## config.mk

```make
export PLATFORM = sky130hd
export DESIGN_NAME = noc_endpoint
export DESIGN_NICKNAME = d
export VERILOG_FILES = /design/src/common/mem_pkg.sv /design/src/common/noc_pkg.sv /design/src/source/noc_endpoint.sv /design/src/source/stream_fifo.sv
export VERILOG_INCLUDE_DIRS = /design/src /design/src/common
export SDC_FILE = /design/constraint.sdc
export NUM_CORES = 1
export LEC_CHECK = 0
export ABC_AREA = 1
export BUFFER_PORTS_ARGS = -buffer_cell sky130_fd_sc_hd__buf_2
export CORE_ASPECT_RATIO = 1.4
export CORE_MARGIN = 2
export CORE_UTILIZATION = 25
export DETAILED_ROUTE_END_ITERATION = 12
export GPL_TIMING_DRIVEN = 0
export HOLD_SLACK_MARGIN = 0.02
export PLACE_DENSITY_LB_ADDON = 0.25
export SLEW_MARGIN = 20
export SYNTH_ARGS = -nofsm -noshare
export SYNTH_HDL_FRONTEND = slang
export SYNTH_SLANG_ARGS = --single-unit
export TNS_END_PERCENT = 100
```

## constraint.sdc

```tcl
create_clock -name clk_i -period 15.5 [get_ports clk_i]
set_input_delay 1.55 -clock clk_i [delete_from_list [all_inputs] [get_ports clk_i]]
set_output_delay 1.55 -clock clk_i [all_outputs]
set_load 0.01 [all_outputs]
```

## src/common/mem_tile_config.svh

```systemverilog
// Memory tile configuration
// Bus widths, SRAM bank geometry, id widths and endpoint buffering

`ifndef MEM_TILE_CONFIG_SVH
`define MEM_TILE_CONFIG_SVH

`define MEM_TILE_DATA_W          64
`define MEM_TILE_ADDR_W          32
`define MEM_TILE_SRAM_DATA_W     32
`define MEM_TILE_BANKS_PER_WORD  2
`define MEM_TILE_BANK_ROWS       4
`define MEM_TILE_SRAM_WORDS      64

`define MEM_TILE_ID_W            4
`define MEM_TILE_TXN_W           4
`define MEM_TILE_FIFO_DEPTH      2

// Tile capacity in bytes
`define MEM_TILE_BYTES (`MEM_TILE_SRAM_WORDS * `MEM_TILE_BANK_ROWS * `MEM_TILE_DATA_W / 8)

`endif

```

## src/common/mem_pkg.sv

```systemverilog
// Memory bus package
// Request and response types of the tile internal memory bus,
// and the atomic operations it carries

`include "mem_tile_config.svh"
`default_nettype none

package mem_pkg;

  typedef enum logic [3:0] {
    atop_none,
    atop_swap,
    atop_add,
    atop_and,
    atop_or,
    atop_xor,
    atop_max,
    atop_min,
    atop_maxu,
    atop_minu,
    atop_lr,
    atop_sc
  } atop_e;

  // Address of one bus word
  typedef logic [`MEM_TILE_ADDR_W-$clog2(`MEM_TILE_DATA_W/8)-1:0] word_addr_t;

  typedef struct packed {
    word_addr_t                     addr;
    logic                           we;
    logic [`MEM_TILE_DATA_W-1:0]    wdata;
    logic [`MEM_TILE_DATA_W/8-1:0]  be;
    atop_e                          atop;
    logic [`MEM_TILE_ID_W-1:0]      src_id;
  } mem_req_t;

  typedef struct packed {
    logic [`MEM_TILE_DATA_W-1:0] rdata;
    logic                        err;
  } mem_rsp_t;

endpackage

`default_nettype wire

```

## src/common/noc_pkg.sv

```systemverilog
// Network port package
// Flit formats and opcodes seen on the tile ejection port

`include "mem_tile_config.svh"
`default_nettype none

package noc_pkg;

  typedef logic [`MEM_TILE_ID_W-1:0]  id_t;
  typedef logic [`MEM_TILE_TXN_W-1:0] txn_t;

  typedef enum logic [1:0] {
    noc_read,
    noc_write,
    noc_atomic
  } noc_op_e;

  // Atomic kind only meaningful with noc_atomic
  typedef struct packed {
    id_t                            dst_id;
    id_t                            src_id;
    txn_t                           txn_id;
    noc_op_e                        op;
    mem_pkg::atop_e                 atop;
    logic [`MEM_TILE_ADDR_W-1:0]    addr;
    logic [`MEM_TILE_DATA_W-1:0]    wdata;
    logic [`MEM_TILE_DATA_W/8-1:0]  be;
  } noc_req_flit_t;

  typedef struct packed {
    id_t                          dst_id;
    id_t                          src_id;
    txn_t                         txn_id;
    logic [`MEM_TILE_DATA_W-1:0]  rdata;
    logic                         err;
  } noc_rsp_flit_t;

endpackage

`default_nettype wire

```

## src/source/noc_endpoint.sv

```systemverilog
// Network endpoint
// Unpacks request flits onto the memory bus and packs bus responses
// into response flits, with range check and response credits

`include "mem_tile_config.svh"
`default_nettype none

module noc_endpoint
  import noc_pkg::*;
  import mem_pkg::*;
(
  input  logic          clk_i,
  input  logic          rst_n_i,
  input  id_t           id_i,
  input  logic          req_valid_i,
  output logic          req_ready_o,
  input  noc_req_flit_t req_flit_i,
  output logic          rsp_valid_o,
  input  logic          rsp_ready_i,
  output noc_rsp_flit_t rsp_flit_o,
  output logic          mem_req_o,
  input  logic          mem_gnt_i,
  output mem_req_t      mem_req_data_o,
  input  logic          mem_rvalid_i,
  input  mem_rsp_t      mem_rsp_i
);

  localparam int unsigned Depth     = `MEM_TILE_FIFO_DEPTH;
  localparam int unsigned CntW      = $clog2(Depth + 1);
  localparam int unsigned PtrW      = $clog2(Depth);
  localparam int unsigned ByteOffW  = $clog2(`MEM_TILE_DATA_W / 8);
  localparam int unsigned LaneBytes = `MEM_TILE_DATA_W / 16;
  localparam logic [`MEM_TILE_ADDR_W-1:0] TileBytes = `MEM_TILE_BYTES;

  typedef struct packed {
    id_t  src_id;
    txn_t txn_id;
  } tag_t;

  noc_req_flit_t   head;
  noc_rsp_flit_t   rsp_push;
  logic            head_valid, head_pop, head_oor;
  logic            credit_ok, bus_take, oor_take;
  logic [CntW-1:0] credits_q, inflight_q;
  tag_t            tag_q [Depth];
  logic [PtrW-1:0] tag_wr_q, tag_rd_q;

  //////////////////////////////
  // Request side
  //////////////////////////////

  stream_fifo #(
    .Depth    (Depth),
    .payload_t(noc_req_flit_t)
  ) i_req_fifo (
    .clk_i,
    .rst_n_i,
    .valid_i(req_valid_i),
    .ready_o(req_ready_o),
    .data_i (req_flit_i),
    .valid_o(head_valid),
    .ready_i(head_pop),
    .data_o (head)
  );

  assign head_oor  = head.addr >= TileBytes;
  assign credit_ok = credits_q < CntW'(Depth);
  assign mem_req_o = head_valid & ~head_oor & credit_ok;
  assign bus_take  = mem_req_o & mem_gnt_i;
  // Error flits bypass the bus once nothing is in flight
  assign oor_take  = head_valid & head_oor & credit_ok & (inflight_q == '0);
  assign head_pop  = bus_take | oor_take;

  always_comb begin
    mem_req_data_o.addr   = head.addr[`MEM_TILE_ADDR_W-1:ByteOffW];
    mem_req_data_o.we     = head.op == noc_write;
    mem_req_data_o.wdata  = head.wdata;
    mem_req_data_o.be     = head.be;
    mem_req_data_o.atop   = atop_none;
    mem_req_data_o.src_id = head.src_id;
    // Atomic lane from address bit 2
    if (head.op == noc_atomic) begin
      mem_req_data_o.atop = head.atop;
      mem_req_data_o.be   = {{LaneBytes{head.addr[2]}}, {LaneBytes{~head.addr[2]}}};
    end
  end

  // In-order ids of requests on the bus
  always_ff @(posedge clk_i) begin
    if (!rst_n_i) begin
      tag_wr_q   <= '0;
      tag_rd_q   <= '0;
      inflight_q <= '0;
      credits_q  <= '0;
    end else begin
      if (bus_take) begin
        tag_wr_q <= (tag_wr_q == PtrW'(Depth - 1)) ? '0 : tag_wr_q + 1'b1;
      end
      if (mem_rvalid_i) begin
        tag_rd_q <= (tag_rd_q == PtrW'(Depth - 1)) ? '0 : tag_rd_q + 1'b1;
      end
      inflight_q <= inflight_q + CntW'(bus_take) - CntW'(mem_rvalid_i);
      credits_q  <= credits_q + CntW'(head_pop) - CntW'(rsp_valid_o & rsp_ready_i);
    end
  end

  always_ff @(posedge clk_i) begin
    if (bus_take) begin
      tag_q[tag_wr_q] <= '{src_id: head.src_id, txn_id: head.txn_id};
    end
  end

  //////////////////////////////
  // Response side
  //////////////////////////////

  always_comb begin
    rsp_push.src_id = id_i;
    if (mem_rvalid_i) begin
      rsp_push.dst_id = tag_q[tag_rd_q].src_id;
      rsp_push.txn_id = tag_q[tag_rd_q].txn_id;
      rsp_push.rdata  = mem_rsp_i.rdata;
      rsp_push.err    = mem_rsp_i.err;
    end else begin
      rsp_push.dst_id = head.src_id;
      rsp_push.txn_id = head.txn_id;
      rsp_push.rdata  = '0;
      rsp_push.err    = 1'b1;
    end
  end

  // Credits keep this FIFO from overflowing
  stream_fifo #(
    .Depth    (Depth),
    .payload_t(noc_rsp_flit_t)
  ) i_rsp_fifo (
    .clk_i,
    .rst_n_i,
    .valid_i(mem_rvalid_i | oor_take),
    .ready_o(),
    .data_i (rsp_push),
    .valid_o(rsp_valid_o),
    .ready_i(rsp_ready_i),
    .data_o (rsp_flit_o)
  );

endmodule

`default_nettype wire

```

## src/source/stream_fifo.sv

```systemverilog
// Stream FIFO
// Valid/ready buffer of any payload type, circular storage

`default_nettype none

module stream_fifo #(
  parameter int unsigned Depth     = 2,
  parameter type         payload_t = logic
) (
  input  logic     clk_i,
  input  logic     rst_n_i,
  input  logic     valid_i,
  output logic     ready_o,
  input  payload_t data_i,
  output logic     valid_o,
  input  logic     ready_i,
  output payload_t data_o
);

  localparam int unsigned PtrW = $clog2(Depth);

  payload_t        mem_q [Depth];
  logic [PtrW-1:0] wr_ptr_q, rd_ptr_q;
  logic [PtrW:0]   count_q;
  logic            push, pop;

  assign ready_o = count_q != (PtrW + 1)'(Depth);
  assign valid_o = count_q != '0;
  assign data_o  = mem_q[rd_ptr_q];

  assign push = valid_i & ready_o;
  assign pop  = valid_o & ready_i;

  always_ff @(posedge clk_i) begin
    if (!rst_n_i) begin
      wr_ptr_q <= '0;
      rd_ptr_q <= '0;
      count_q  <= '0;
    end else begin
      if (push) begin
        wr_ptr_q <= (wr_ptr_q == PtrW'(Depth - 1)) ? '0 : wr_ptr_q + 1'b1;
      end
      if (pop) begin
        rd_ptr_q <= (rd_ptr_q == PtrW'(Depth - 1)) ? '0 : rd_ptr_q + 1'b1;
      end
      count_q <= count_q + (PtrW + 1)'(push) - (PtrW + 1)'(pop);
    end
  end

  always_ff @(posedge clk_i) begin
    if (push) begin
      mem_q[wr_ptr_q] <= data_i;
    end
  end

endmodule

`default_nettype wire

```

==> metrics.txt, run 1 <==
# TYPE chip_impl_metric gauge
chip_impl_metric{name="core_region_area",unit="um2"} 67700
chip_impl_metric{name="fp.dieW",unit="um"} 225
chip_impl_metric{name="layout_min_cycle_time",unit="ns"} 4.42
chip_impl_metric{name="cts_resized",unit=""} 0
chip_impl_metric{name="routed_via_density",unit=""} 4.01
chip_impl_metric{name="maxCapViolCount",unit=""} 0
chip_impl_metric{name="vdd_drop_max",unit="V"} 0.0000903
chip_impl_metric{name="met1_usage",unit=""} 0.130
chip_impl_metric{name="hold-worst-slack",unit="ns"} 0.455
chip_impl_metric{name="drt_iter0_drc",unit=""} 394
chip_impl_metric{name="mappedNetlistNets",unit=""} 1530
chip_impl_metric{name="synthDistinctLibCells",unit=""} 31
chip_impl_metric{name="post_dp_cell_area",unit="um2"} 20500
chip_impl_info{name="tritoncts_clock_tree",value="yes"} 1
chip_impl_metric{name="final.setup.tns",unit="ns"} 0
chip_impl_metric{name="port-buffer-count",unit=""} 380
chip_impl_metric{name="postLayoutCellArea",unit="um2"} 22000
chip_impl_metric{name="totalWireLength",unit="um"} 43700
chip_impl_metric{name="grt.overflow.total",unit=""} 0
chip_impl_metric{name="r2r_setup_slack",unit="ns"} 12.74
chip_impl_metric{name="row_count",unit=""} 113
chip_impl_info{name="worst_setup_path_start_kind",value="flop"} 1
chip_impl_metric{name="grt_max_degree",unit=""} 61
chip_impl_metric{name="synth-warning-count",unit=""} 0
chip_impl_info{name="cts.root.buffer_cell",value="sky130_fd_sc_hd__clkbuf_16"} 1
chip_impl_metric{name="worst_slew_pin_slew",unit="ns"} 0.779
chip_impl_metric{name="cts-htree-levels",unit=""} 2
chip_impl_metric{name="grt_first_pass_wirelength",unit="um"} 65000
chip_impl_metric{name="total_power",unit="mW"} 3.92
chip_impl_metric{name="netlist_area",unit="um2"} 17100
chip_impl_metric{name="power_per_cell_area",unit="nW/um2"} 178
chip_impl_metric{name="io-pin-count",unit=""} 387
chip_impl_metric{name="hpwl",unit="um"} 31800
chip_impl_metric{name="vias",unit=""} 10700
chip_impl_metric{name="tritoncts.num_buffers",unit=""} 47
chip_impl_info{name="hold_path_end",value="i_rsp_fifo.rd_ptr_q"} 1
chip_impl_metric{name="clkSinkCount",unit=""} 419
chip_impl_metric{name="clk_latency_worst_skew_pair",unit="ns"} 0.58
chip_impl_info{name="busiest_metal_layer_after_global_routing",value="met2"} 1
chip_impl_metric{name="clkSlewWorstSetupHoldPaths",unit="ns"} 0.06
chip_impl_metric{name="nFillCells",unit=""} 6873
chip_impl_metric{name="drt.antenna.violating_nets",unit=""} 0
chip_impl_metric{name="p_leak",unit="nW"} 9.50
chip_impl_metric{name="register_area",unit="um2"} 12400
chip_impl_metric{name="die-height",unit="um"} 313
chip_impl_metric{name="floorplan.initialDensity",unit=""} 0.252
chip_impl_metric{name="post_route_utilization",unit=""} 0.325
chip_impl_metric{name="grt.met2_usage",unit=""} 0.212
chip_impl_metric{name="wl_per_cell",unit="um"} 16.3
chip_impl_metric{name="timing.reg2reg.worst_path_depth",unit=""} 13
chip_impl_metric{name="number_of_global_route_vias_before_repair",unit=""} 11100
chip_impl_metric{name="finalNetCount",unit=""} 1976
chip_impl_metric{name="cts_setup_buffers",unit=""} 0
chip_impl_metric{name="detail_route.drc_violations",unit=""} 0
chip_impl_metric{name="post_synthesis_sequential_area_ratio",unit=""} 0.727
chip_impl_metric{name="timing.critical_path.fanout_max",unit=""} 10
chip_impl_metric{name="syn-instance-count",unit=""} 1325
chip_impl_info{name="rsz0062_at_grt",value="no"} 1
chip_impl_info{name="hold_path.class",value="reg -> reg"} 1
chip_impl_metric{name="slew-limit-headroom",unit=""} 0.480
chip_impl_metric{name="slew_violations",unit=""} 0
chip_impl_metric{name="synth_top_cell_area_share",unit=""} 0.707
chip_impl_metric{name="synthesis_stage_register_bit_count",unit=""} 419
chip_impl_metric{name="post-place-cells",unit=""} 2584
chip_impl_metric{name="cts.hold.buffers_added",unit=""} 0
chip_impl_metric{name="place_congestion",unit=""} 0.771
chip_impl_metric{name="areaGrowthSynthToFinish",unit="%"} 29.0
chip_impl_info{name="cp-end-kind",value="output pin"} 1
chip_impl_metric{name="max_freq",unit="MHz"} 226
chip_impl_metric{name="cp.arrival",unit="ns"} 2.87
chip_impl_info{name="path_class",value="reg -> out"} 1
chip_impl_metric{name="post_layout_nonfiller_instances",unit=""} 2673
chip_impl_metric{name="first_pass_iters",unit=""} 4
chip_impl_metric{name="worst-endpoint-required",unit="ns"} 13.95
chip_impl_metric{name="dieArea",unit="um2"} 70400
chip_impl_metric{name="multiInputGateArea",unit="um2"} 3240
chip_impl_metric{name="final_layout_size_suffix_gt1_frac",unit=""} 0.379
chip_impl_metric{name="post_layout_worst_setup_margin",unit="ns"} 11.08
chip_impl_metric{name="min_path_cells",unit=""} 1
chip_impl_info{name="synth.largest_area_cell",value="sky130_fd_sc_hd__edfxtp_1"} 1
chip_impl_metric{name="timing.final.hold_violations",unit=""} 0
chip_impl_metric{name="final_critical_path_share_of_the_clock_period",unit=""} 0.285
chip_impl_info{name="run_status",value="complete, no violations"} 1
chip_impl_metric{name="cts_buffer_depth",unit=""} 3
chip_impl_info{name="final_cell_mix",value="415 x sky130_fd_sc_hd__nand2_1, 402 x sky130_fd_sc_hd__edfxtp_1, 388 x sky130_fd_sc_hd__buf_2"} 1
chip_impl_info{name="synth_area_leaders",value="sky130_fd_sc_hd__edfxtp_1 71%, sky130_fd_sc_hd__nand2_1 9.1%, sky130_fd_sc_hd__mux2_2 5.1%"} 1
chip_impl_info{name="crit-reg2reg-capture",value="i_rsp_fifo.mem_q[0][29]"} 1
chip_impl_metric{name="report.final.setup_viol",unit=""} 0
chip_impl_metric{name="gr-usage-met3",unit=""} 0.0553
chip_impl_metric{name="dp_slack",unit="ns"} 11.44
chip_impl_metric{name="track_usage",unit=""} 0.121
chip_impl_metric{name="fin_worst_skew",unit="ns"} 0.0155
chip_impl_info{name="final_common_cell",value="sky130_fd_sc_hd__nand2_1"} 1
chip_impl_metric{name="syn-mean-instance-area",unit="um2"} 12.9
chip_impl_metric{name="antenna_found_initial",unit=""} 18
chip_impl_info{name="min-delay-start",value="i_rsp_fifo.rd_ptr_q"} 1
[per-layer routing]
metal  wire [um]  vias up
met5         173        -
met4        1140       26
met3        4700       98
met2       21300      376
met1       16400     4976
li1            -     5239
[power breakdown]
part	total [mW]	switching, mW	internal (mW)
Clock	1.11	0.462	0.647
Combinational	1.27	0.730	0.537
Sequential	1.55	0.0481	1.50
[final cells by class]
class / instances / area share
diodes: 3 / 0.000341
clock buffers: 56 / 0.0569
repair buffers: 397 / 0.105
multi-input cells: 630 / 0.147
plain buffers: 144 / 0.0431
clock inverters: 30 / 0.0126
inverters: 132 / 0.0227
flip-flops and latches: 419 / 0.564
well taps: 862 / 0.0490
[Yosys cell counts]
library cell / instances
sky130_fd_sc_hd__nor2_1: 42
sky130_fd_sc_hd__buf_6: 3
sky130_fd_sc_hd__or2_2: 11
sky130_fd_sc_hd__clkbuf_1: 28
sky130_fd_sc_hd__nand4_1: 1
sky130_fd_sc_hd__buf_2: 8
sky130_fd_sc_hd__o22ai_1: 8
sky130_fd_sc_hd__o21ai_2: 2
sky130_fd_sc_hd__buf_1: 7
sky130_fd_sc_hd__inv_1: 128
sky130_fd_sc_hd__a21oi_2: 1
sky130_fd_sc_hd__o21ai_1: 2
sky130_fd_sc_hd__xor2_1: 4
sky130_fd_sc_hd__mux2i_1: 1
sky130_fd_sc_hd__buf_8: 1
sky130_fd_sc_hd__nand2_1: 415
sky130_fd_sc_hd__o21ai_0: 25
sky130_fd_sc_hd__a31oi_1: 8
sky130_fd_sc_hd__a21oi_1: 12
sky130_fd_sc_hd__nor3_1: 1
sky130_fd_sc_hd__nand2_2: 4
sky130_fd_sc_hd__nand3_4: 1
sky130_fd_sc_hd__mux2_2: 77
sky130_fd_sc_hd__nand3_2: 2
sky130_fd_sc_hd__buf_4: 97
sky130_fd_sc_hd__nor2_2: 1
sky130_fd_sc_hd__inv_2: 4
sky130_fd_sc_hd__ha_1: 8
sky130_fd_sc_hd__edfxtp_1: 402
sky130_fd_sc_hd__dfxtp_1: 17
sky130_fd_sc_hd__nand3_1: 4
[sequential cells by signal, indices dropped and copies added (netlist names), named ones only]
signal               cells
credits_q                2
i_req_fifo.count_q       2
i_req_fifo.mem_q       232
i_req_fifo.rd_ptr_q      1
i_req_fifo.wr_ptr_q      1
i_rsp_fifo.count_q       2
i_rsp_fifo.mem_q       154
i_rsp_fifo.rd_ptr_q      1
i_rsp_fifo.wr_ptr_q      1
inflight_q               2
tag_q                   16
tag_rd_q                 1
tag_wr_q                 1
[cell families (layout without fill, tap and decap cells)]
logic type / count (synthesis) / count (layout) / synth area share
compound gates: 58 / 58 / 0.0188
simple gates: 482 / 482 / 0.110
xor+xnor: 4 / 4 / 0.00205
buf+inv: 276 / 759 / 0.0846
mux: 78 / 78 / 0.0514
other cells: 0 / 3 / 0
flops: 419 / 419 / 0.727
fa+ha+maj: 8 / 8 / 0.00586
[critical path: stages (launching register included)]
cell and delay [ns]:
sky130_fd_sc_hd__dfxtp_1 0.39, sky130_fd_sc_hd__buf_6 0.17, sky130_fd_sc_hd__buf_6 0.16, sky130_fd_sc_hd__clkbuf_1 0.60
sky130_fd_sc_hd__clkbuf_1 0.53, sky130_fd_sc_hd__nand2_1 0.12, sky130_fd_sc_hd__nand2_1 0.10, sky130_fd_sc_hd__buf_4 0.10
sky130_fd_sc_hd__buf_2 0.13
[worst max path at each step]
stage | cells after the start | end | startpoint
5_1_grt | 8 | mem_req_data_o[16] | flop
3_5_place_dp | 8 | i_rsp_fifo.mem_q[0][19] | mem_rvalid_i
2_1_floorplan | 2 | i_req_fifo.mem_q[1][0] | req_valid_i
6_report | 8 | mem_req_data_o[83] | flop
4_1_cts | 7 | mem_req_data_o[12] | flop
3_3_place_gp | 3 | i_req_fifo.mem_q[1][23] | req_valid_i
Note: power is estimated with default switching activity, not from simulation.
==> run 2, diff against run 1 <==
- clock period: 15.5 -> 3.7 ns (I/O delays scaled with it)
==> metrics.txt, run 2 (synthesis gave the netlist of run 1 again) <==
# TYPE chip_impl_metric gauge
chip_impl_metric{name="postLayoutCellArea",unit="um2"} 23400
chip_impl_metric{name="grt_first_pass_wirelength",unit="um"} 67100
chip_impl_metric{name="hpwl",unit="um"} 31400
chip_impl_metric{name="clk_latency_worst_skew_pair",unit="ns"} 0.59
chip_impl_metric{name="report.final.setup_viol",unit=""} 0
chip_impl_info{name="largest_register",value="i_req_fifo.mem_q"} 1
chip_impl_metric{name="worst-endpoint-required",unit="ns"} 3.33
chip_impl_metric{name="grt.overflow.total",unit=""} 0
chip_impl_metric{name="final_critical_path_share_of_the_clock_period",unit=""} 0.888
chip_impl_metric{name="drt_iter0_drc",unit=""} 418
chip_impl_info{name="hold_path.class",value="in -> reg"} 1
chip_impl_metric{name="vias",unit=""} 11200
chip_impl_metric{name="slew-limit-headroom",unit=""} 0.455
chip_impl_info{name="path_class",value="reg -> out"} 1
chip_impl_metric{name="number_of_flip_flops_in_the_largest_register",unit=""} 232
chip_impl_metric{name="detail_route.drc_violations",unit=""} 0
chip_impl_info{name="kind_of_cell_with_the_highest_combined_delay_on_the_critical_path",value="buffers and inverters"} 1
chip_impl_metric{name="post_dp_cell_area",unit="um2"} 20400
chip_impl_metric{name="cp_buf_inv_count",unit=""} 6
chip_impl_metric{name="antenna_found_initial",unit=""} 7
chip_impl_metric{name="p_leak",unit="nW"} 10.1
chip_impl_metric{name="met1_usage",unit=""} 0.133
chip_impl_metric{name="dp_slack",unit="ns"} 0.690
chip_impl_metric{name="track_usage",unit=""} 0.124
chip_impl_info{name="final_common_cell",value="sky130_fd_sc_hd__nand2_1"} 1
chip_impl_metric{name="grt.met2_usage",unit=""} 0.226
chip_impl_metric{name="timing.critical_path.fanout_max",unit=""} 10
chip_impl_metric{name="io-pin-count",unit=""} 387
chip_impl_metric{name="fin_worst_skew",unit="ns"} 0.0167
chip_impl_metric{name="max_freq",unit="MHz"} 304
chip_impl_metric{name="fp.dieW",unit="um"} 225
chip_impl_metric{name="dieArea",unit="um2"} 70400
chip_impl_metric{name="finalNetCount",unit=""} 2121
chip_impl_metric{name="routed_via_density",unit=""} 3.99
chip_impl_metric{name="wl_per_cell",unit="um"} 15.7
chip_impl_info{name="largest_registers",value="i_req_fifo.mem_q: 232 flops, i_rsp_fifo.mem_q: 154 flops, tag_q: 16 flops"} 1
chip_impl_metric{name="cts_buffer_depth",unit=""} 3
chip_impl_metric{name="layout_min_cycle_time",unit="ns"} 3.29
chip_impl_metric{name="vdd_drop_max",unit="V"} 0.000576
chip_impl_metric{name="cp.arrival",unit="ns"} 2.92
chip_impl_info{name="rsz0062_at_grt",value="no"} 1
chip_impl_metric{name="place_congestion",unit=""} 0.752
chip_impl_metric{name="clkSinkCount",unit=""} 419
chip_impl_info{name="busiest_metal_layer_after_global_routing",value="met2"} 1
chip_impl_metric{name="port-buffer-count",unit=""} 380
chip_impl_info{name="cp-end-kind",value="output pin"} 1
chip_impl_metric{name="post_layout_nonfiller_instances",unit=""} 2816
chip_impl_metric{name="clkSlewWorstSetupHoldPaths",unit="ns"} 0.06
chip_impl_metric{name="number_of_global_route_vias_before_repair",unit=""} 12000
chip_impl_info{name="cts.root.buffer_cell",value="sky130_fd_sc_hd__clkbuf_16"} 1
chip_impl_metric{name="totalWireLength",unit="um"} 44200
chip_impl_metric{name="maxCapViolCount",unit=""} 0
chip_impl_metric{name="gr-usage-met3",unit=""} 0.0457
chip_impl_info{name="run_status",value="complete, no violations"} 1
chip_impl_metric{name="row_count",unit=""} 113
chip_impl_info{name="cell_type_of_the_slowest_stage_on_the_worst_timing_path",value="sky130_fd_sc_hd__clkbuf_1"} 1
chip_impl_info{name="final_cell_mix",value="415 x sky130_fd_sc_hd__nand2_1, 402 x sky130_fd_sc_hd__edfxtp_1, 388 x sky130_fd_sc_hd__buf_2"} 1
chip_impl_metric{name="timing.final.hold_violations",unit=""} 0
chip_impl_info{name="worst_setup_path_start_kind",value="flop"} 1
chip_impl_metric{name="hold-worst-slack",unit="ns"} 0.0751
chip_impl_metric{name="first_pass_iters",unit=""} 6
chip_impl_metric{name="post_route_utilization",unit=""} 0.346
chip_impl_info{name="crit_chain",value="buf_6 -> buf_6 -> clkbuf_1 -> clkbuf_1 -> nand2_1 -> nand2_1 -> buf_4 -> buf_2"} 1
chip_impl_metric{name="power_per_cell_area",unit="nW/um2"} 709
chip_impl_metric{name="slew_violations",unit=""} 0
chip_impl_metric{name="cts_setup_buffers",unit=""} 0
chip_impl_metric{name="drt.antenna.violating_nets",unit=""} 0
chip_impl_metric{name="cts-htree-levels",unit=""} 2
chip_impl_metric{name="floorplan.initialDensity",unit=""} 0.252
chip_impl_metric{name="final.setup.tns",unit="ns"} 0
chip_impl_metric{name="cts.hold.buffers_added",unit=""} 149
chip_impl_metric{name="areaGrowthSynthToFinish",unit="%"} 37.1
chip_impl_metric{name="critPathMaxStageDelay",unit="ns"} 0.63
chip_impl_metric{name="grt_max_degree",unit=""} 47
chip_impl_metric{name="total_power",unit="mW"} 16.6
chip_impl_info{name="tritoncts_clock_tree",value="yes"} 1
chip_impl_metric{name="post-place-cells",unit=""} 2581
chip_impl_metric{name="final_layout_size_suffix_gt1_frac",unit=""} 0.346
chip_impl_metric{name="core_region_area",unit="um2"} 67700
chip_impl_metric{name="nFillCells",unit=""} 6758
chip_impl_metric{name="post_layout_worst_setup_margin",unit="ns"} 0.415
chip_impl_metric{name="tritoncts.num_buffers",unit=""} 46
chip_impl_metric{name="cts_resized",unit=""} 0
chip_impl_metric{name="worst_slew_pin_slew",unit="ns"} 0.817
chip_impl_metric{name="die-height",unit="um"} 313
[run 2: cell types whose count changed in the layout (fill, tap and decap cells not counted), sizes merged]
cell,previous run,this run
dlygate4sd3,0,149
inv,137,135
bufinv,4,7
buf,513,510
clkbuf,84,82
clkinv,19,17
[run 2: area by class of cell]
type                            instances  area, um2  share of cell area
Sequential cell                       419      12400               0.530
Inverter                              132        500              0.0214
Timing Repair Buffer                  543       3700               0.158
Multi-Input combinational cell        630       3240               0.138
Buffer                                144        948              0.0405
Antenna cell                            3       7.51            0.000321
Clock inverter                         29        328              0.0140
Clock buffer                           54       1200              0.0514
Tap cell                              862       1080              0.0461
[run 2: worst min-delay path: stages]
cell	delay (ns)
sky130_fd_sc_hd__buf_2	0.07
sky130_fd_sc_hd__nand2_1	0.05
sky130_fd_sc_hd__inv_1	0.06
[run 2: power breakdown]
group / total (mW) / internal [mW] / switching, mW
combinational: 5.38 / 2.29 / 3.09
clock: 4.74 / 2.81 / 1.93
sequential: 6.48 / 6.28 / 0.199
[run 2: worst paths after layout]
path	slack, ns	cells past startpoint	startpoint	to
max	0.41	8	flop	mem_req_data_o[85]
min	0.08	3	mem_rsp_i[30]	i_rsp_fifo.mem_q[0][30]
max reg2reg	0.80	12	flop	i_rsp_fifo.mem_q[0][71]
min reg2reg	0.45	1	i_rsp_fifo.rd_ptr_q	flop
[run 2: layer usage]
metal / part of all wire / up-vias
met5: 0.0012 / -
met4: 0.024 / 8
met3: 0.089 / 66
met2: 0.50 / 373
met1: 0.39 / 5247
li1: - / 5528
==> run 3, diff against run 2 <==
- ABC_AREA: 1 -> 0
==> metrics.txt, run 3 <==
# TYPE chip_impl_metric gauge
chip_impl_metric{name="total_switching_power",unit="mW"} 4.42
chip_impl_metric{name="register_area",unit="um2"} 12400
chip_impl_info{name="cp-end-kind",value="output pin"} 1
chip_impl_metric{name="antenna_found_initial",unit=""} 7
chip_impl_metric{name="first_pass_iters",unit=""} 4
chip_impl_metric{name="grt_first_pass_wirelength",unit="um"} 62200
chip_impl_info{name="final_cell_mix",value="402 x sky130_fd_sc_hd__edfxtp_1, 381 x sky130_fd_sc_hd__buf_2, 172 x sky130_fd_sc_hd__mux2_1"} 1
chip_impl_metric{name="floorplan.initialDensity",unit=""} 0.253
chip_impl_info{name="hold_path.class",value="in -> reg"} 1
chip_impl_metric{name="vdd_drop_max",unit="V"} 0.000414
chip_impl_metric{name="core_region_area",unit="um2"} 66600
chip_impl_metric{name="synthesis_stage_register_bit_count",unit=""} 419
chip_impl_metric{name="power_per_cell_area",unit="nW/um2"} 671
chip_impl_metric{name="async_flop_share",unit=""} 0
chip_impl_metric{name="mappedNetlistNets",unit=""} 1153
chip_impl_metric{name="layout_min_cycle_time",unit="ns"} 3.44
chip_impl_metric{name="grt.overflow.total",unit=""} 0
chip_impl_info{name="cts.root.buffer_cell",value="sky130_fd_sc_hd__clkbuf_16"} 1
chip_impl_metric{name="number_of_flip_flops_in_the_largest_register",unit=""} 232
chip_impl_metric{name="max_freq",unit="MHz"} 291
chip_impl_metric{name="track_usage",unit=""} 0.117
chip_impl_metric{name="pwr-share-seq",unit=""} 0.414
chip_impl_info{name="endpoint",value="mem_req_data_o[87]"} 1
chip_impl_metric{name="io-pin-count",unit=""} 387
chip_impl_info{name="largest_register",value="i_req_fifo.mem_q"} 1
chip_impl_metric{name="row_count",unit=""} 112
chip_impl_metric{name="clk_latency_worst_skew_pair",unit="ns"} 0.57
chip_impl_metric{name="post_layout_worst_setup_margin",unit="ns"} 0.258
chip_impl_metric{name="syn-instance-count",unit=""} 948
chip_impl_metric{name="hpwl",unit="um"} 29700
chip_impl_metric{name="timing.critical_path.fanout_max",unit=""} 10
chip_impl_metric{name="p_leak",unit="nW"} 8.71
chip_impl_metric{name="cts-htree-levels",unit=""} 2
chip_impl_metric{name="areaGrowthSynthToFinish",unit="%"} 35.9
chip_impl_metric{name="power.combinational.fraction",unit=""} 0.293
chip_impl_metric{name="maxCapViolCount",unit=""} 0
chip_impl_metric{name="finalNetCount",unit=""} 1713
chip_impl_metric{name="die-height",unit="um"} 311
chip_impl_info{name="rsz0062_at_grt",value="no"} 1
chip_impl_info{name="tritoncts_clock_tree",value="yes"} 1
chip_impl_metric{name="tritoncts.num_buffers",unit=""} 44
chip_impl_metric{name="drt_iter0_drc",unit=""} 405
chip_impl_metric{name="timing.final.hold_violations",unit=""} 0
chip_impl_metric{name="slew-limit-headroom",unit=""} 0.389
chip_impl_metric{name="totalWireLength",unit="um"} 41100
chip_impl_metric{name="power.clock.fraction",unit=""} 0.293
chip_impl_metric{name="slew_violations",unit=""} 0
chip_impl_metric{name="grt_max_degree",unit=""} 49
chip_impl_metric{name="switching_share",unit=""} 0.288
chip_impl_metric{name="synth_edf_count",unit=""} 402
chip_impl_info{name="yosys.cell_count.top_type",value="sky130_fd_sc_hd__edfxtp_1"} 1
chip_impl_info{name="run_status",value="complete, no violations"} 1
chip_impl_info{name="largest_registers",value="i_req_fifo.mem_q: 232 flops, i_rsp_fifo.mem_q: 154 flops, tag_q: 16 flops"} 1
chip_impl_metric{name="final_critical_path_share_of_the_clock_period",unit=""} 0.930
chip_impl_metric{name="drt.antenna.violating_nets",unit=""} 0
chip_impl_metric{name="number_of_global_route_vias_before_repair",unit=""} 10600
chip_impl_metric{name="detail_route.drc_violations",unit=""} 0
chip_impl_metric{name="place_congestion",unit=""} 0.708
chip_impl_metric{name="worst-endpoint-required",unit="ns"} 3.33
chip_impl_metric{name="vias",unit=""} 9617
chip_impl_info{name="yosys_most_used_dff",value="sky130_fd_sc_hd__edfxtp_1"} 1
chip_impl_metric{name="port-buffer-count",unit=""} 380
chip_impl_info{name="crit-reg2reg-capture",value="i_req_fifo.count_q[1]"} 1
chip_impl_info{name="yosys-top-cells-count",value="402 x sky130_fd_sc_hd__edfxtp_1, 172 x sky130_fd_sc_hd__mux2_1, 97 x sky130_fd_sc_hd__buf_4"} 1
chip_impl_metric{name="final_layout_size_suffix_gt1_frac",unit=""} 0.378
chip_impl_metric{name="netlist_area",unit="um2"} 16800
chip_impl_metric{name="power_report.internal_total",unit="mW"} 10.9
chip_impl_metric{name="r2r_setup_slack",unit="ns"} 0.43
chip_impl_metric{name="timing.reg2reg.worst_path_depth",unit=""} 12
chip_impl_metric{name="wl_per_cell",unit="um"} 17.1
chip_impl_metric{name="post_synthesis_sequential_area_ratio",unit=""} 0.738
chip_impl_metric{name="clkSinkCount",unit=""} 419
chip_impl_metric{name="final.setup.tns",unit="ns"} 0
chip_impl_metric{name="cp.arrival",unit="ns"} 3.07
chip_impl_metric{name="dieArea",unit="um2"} 69300
chip_impl_info{name="path_class",value="reg -> out"} 1
chip_impl_metric{name="cts_setup_buffers",unit=""} 0
chip_impl_metric{name="fp.dieW",unit="um"} 223
chip_impl_metric{name="synth_top_cell_area_share",unit=""} 0.718
chip_impl_metric{name="dp_slack",unit="ns"} 0.346
chip_impl_metric{name="cts_buffer_depth",unit=""} 3
chip_impl_metric{name="synth-warning-count",unit=""} 0
chip_impl_metric{name="nFillCells",unit=""} 6430
chip_impl_info{name="synth_area_leaders",value="sky130_fd_sc_hd__edfxtp_1 72%, sky130_fd_sc_hd__mux2_1 12%, sky130_fd_sc_hd__buf_4 4.3%"} 1
chip_impl_metric{name="routed_via_density",unit=""} 4.01
chip_impl_metric{name="syn-mean-instance-area",unit="um2"} 17.7
chip_impl_metric{name="clkSlewWorstSetupHoldPaths",unit="ns"} 0.06
chip_impl_metric{name="worst_slew_pin_slew",unit="ns"} 0.917
chip_impl_info{name="final_common_cell",value="sky130_fd_sc_hd__edfxtp_1"} 1
chip_impl_metric{name="multiInputGateArea",unit="um2"} 3510
chip_impl_metric{name="synthDistinctLibCells",unit=""} 47
chip_impl_info{name="worst_setup_path_start_kind",value="flop"} 1
chip_impl_metric{name="report.final.setup_viol",unit=""} 0
chip_impl_info{name="synth.largest_area_cell",value="sky130_fd_sc_hd__edfxtp_1"} 1
chip_impl_metric{name="fin_worst_skew",unit="ns"} 0.0213
-- run 3: timing repair --
action	in CTS	in global routing
endpoints found under the hold margin	240	0
endpoints found under the setup margin	90	1
resized for setup	3	2
hold buffers	120	0
-- run 3: metal layers --
layer  global-route usage  wire, um  up-vias
met5                    0        75        -
met4               0.0352      1010       12
met3               0.0525      4520       71
met2                0.203     19800      394
met1                0.127     15700     4551
li1                     -         -     4589
-- run 3: worst min path at each step --
stage                                  end  cells past startpoint  slack (ns)         start
floorplan                         tag_wr_q                      2        0.46      tag_wr_q
CTS                 i_rsp_fifo.mem_q[0][0]                      2        0.05  mem_rsp_i[0]
detailed placement                tag_wr_q                      2        0.52      tag_wr_q
global route        i_rsp_fifo.mem_q[0][0]                      2        0.08  mem_rsp_i[0]
global placement                  tag_wr_q                      2        0.47      tag_wr_q
finish              i_rsp_fifo.mem_q[0][0]                      2        0.10  mem_rsp_i[0]
-- run 3: metrics by stage --
| step | hold WS (ns) | cells | power, mW | cell area (um2) | utilization |
|---|---|---|---|---|---|
| 2_1_floorplan | 0.462 | 948 | 9.01 | 16800 | - |
| 3_3_place_gp | 0.472 | 2183 | 10.7 | 19800 | 0.297 |
| 3_5_place_dp | 0.521 | 2197 | 10.9 | 20200 | 0.303 |
| 4_1_cts | 0.0462 | 2399 | 15.7 | 22800 | 0.343 |
| 5_1_grt | 0.0794 | 2399 | 16.2 | 22800 | 0.343 |
| 6_report | 0.104 | 2400 | 15.3 | 22800 | 0.343 |
-- run 3: final cells by class --
class	count	area share
inverters	15	0.00246
multi-input cells	381	0.153
well taps	855	0.0468
repair buffers	514	0.152
clock inverters	30	0.0134
diodes	1	0.000110
flip-flops and latches	419	0.543
plain buffers	133	0.0384
clock buffers	52	0.0504
-- run 3: kinds of logic (layout without fill, tap and decap cells) --
group	count (synthesis)	after routing	share of synthesized area
AND/OR/NAND/NOR	132	132	0.0468
multiplexers	198	198	0.135
other	0	1	0
adder cells (fa/ha/maj)	8	8	0.00596
AO/OA/AOI/OAI	33	33	0.0137
buffers and inverters	148	744	0.0552
flip-flops	419	419	0.738
XOR/XNOR	10	10	0.00521
-- run 3: worst max-delay path, stage by stage, from the launching register on --
cell,delay (ns)
sky130_fd_sc_hd__dfxtp_1,0.39
sky130_fd_sc_hd__buf_6,0.20
sky130_fd_sc_hd__buf_2,0.30
sky130_fd_sc_hd__clkbuf_2,0.38
sky130_fd_sc_hd__clkbuf_1,0.58
sky130_fd_sc_hd__mux2_1,0.39
sky130_fd_sc_hd__buf_4,0.13
sky130_fd_sc_hd__buf_2,0.13
-- run 3: power by group through the flow --
stage,Combinational (mW),Sequential (mW),Clock [mW]
4_1_cts,4.64,6.35,4.69
5_1_grt,4.93,6.41,4.83
3_5_place_dp,4.50,6.45,0
3_3_place_gp,4.23,6.50,0
6_report,4.49,6.34,4.50
2_1_floorplan,2.58,6.43,0
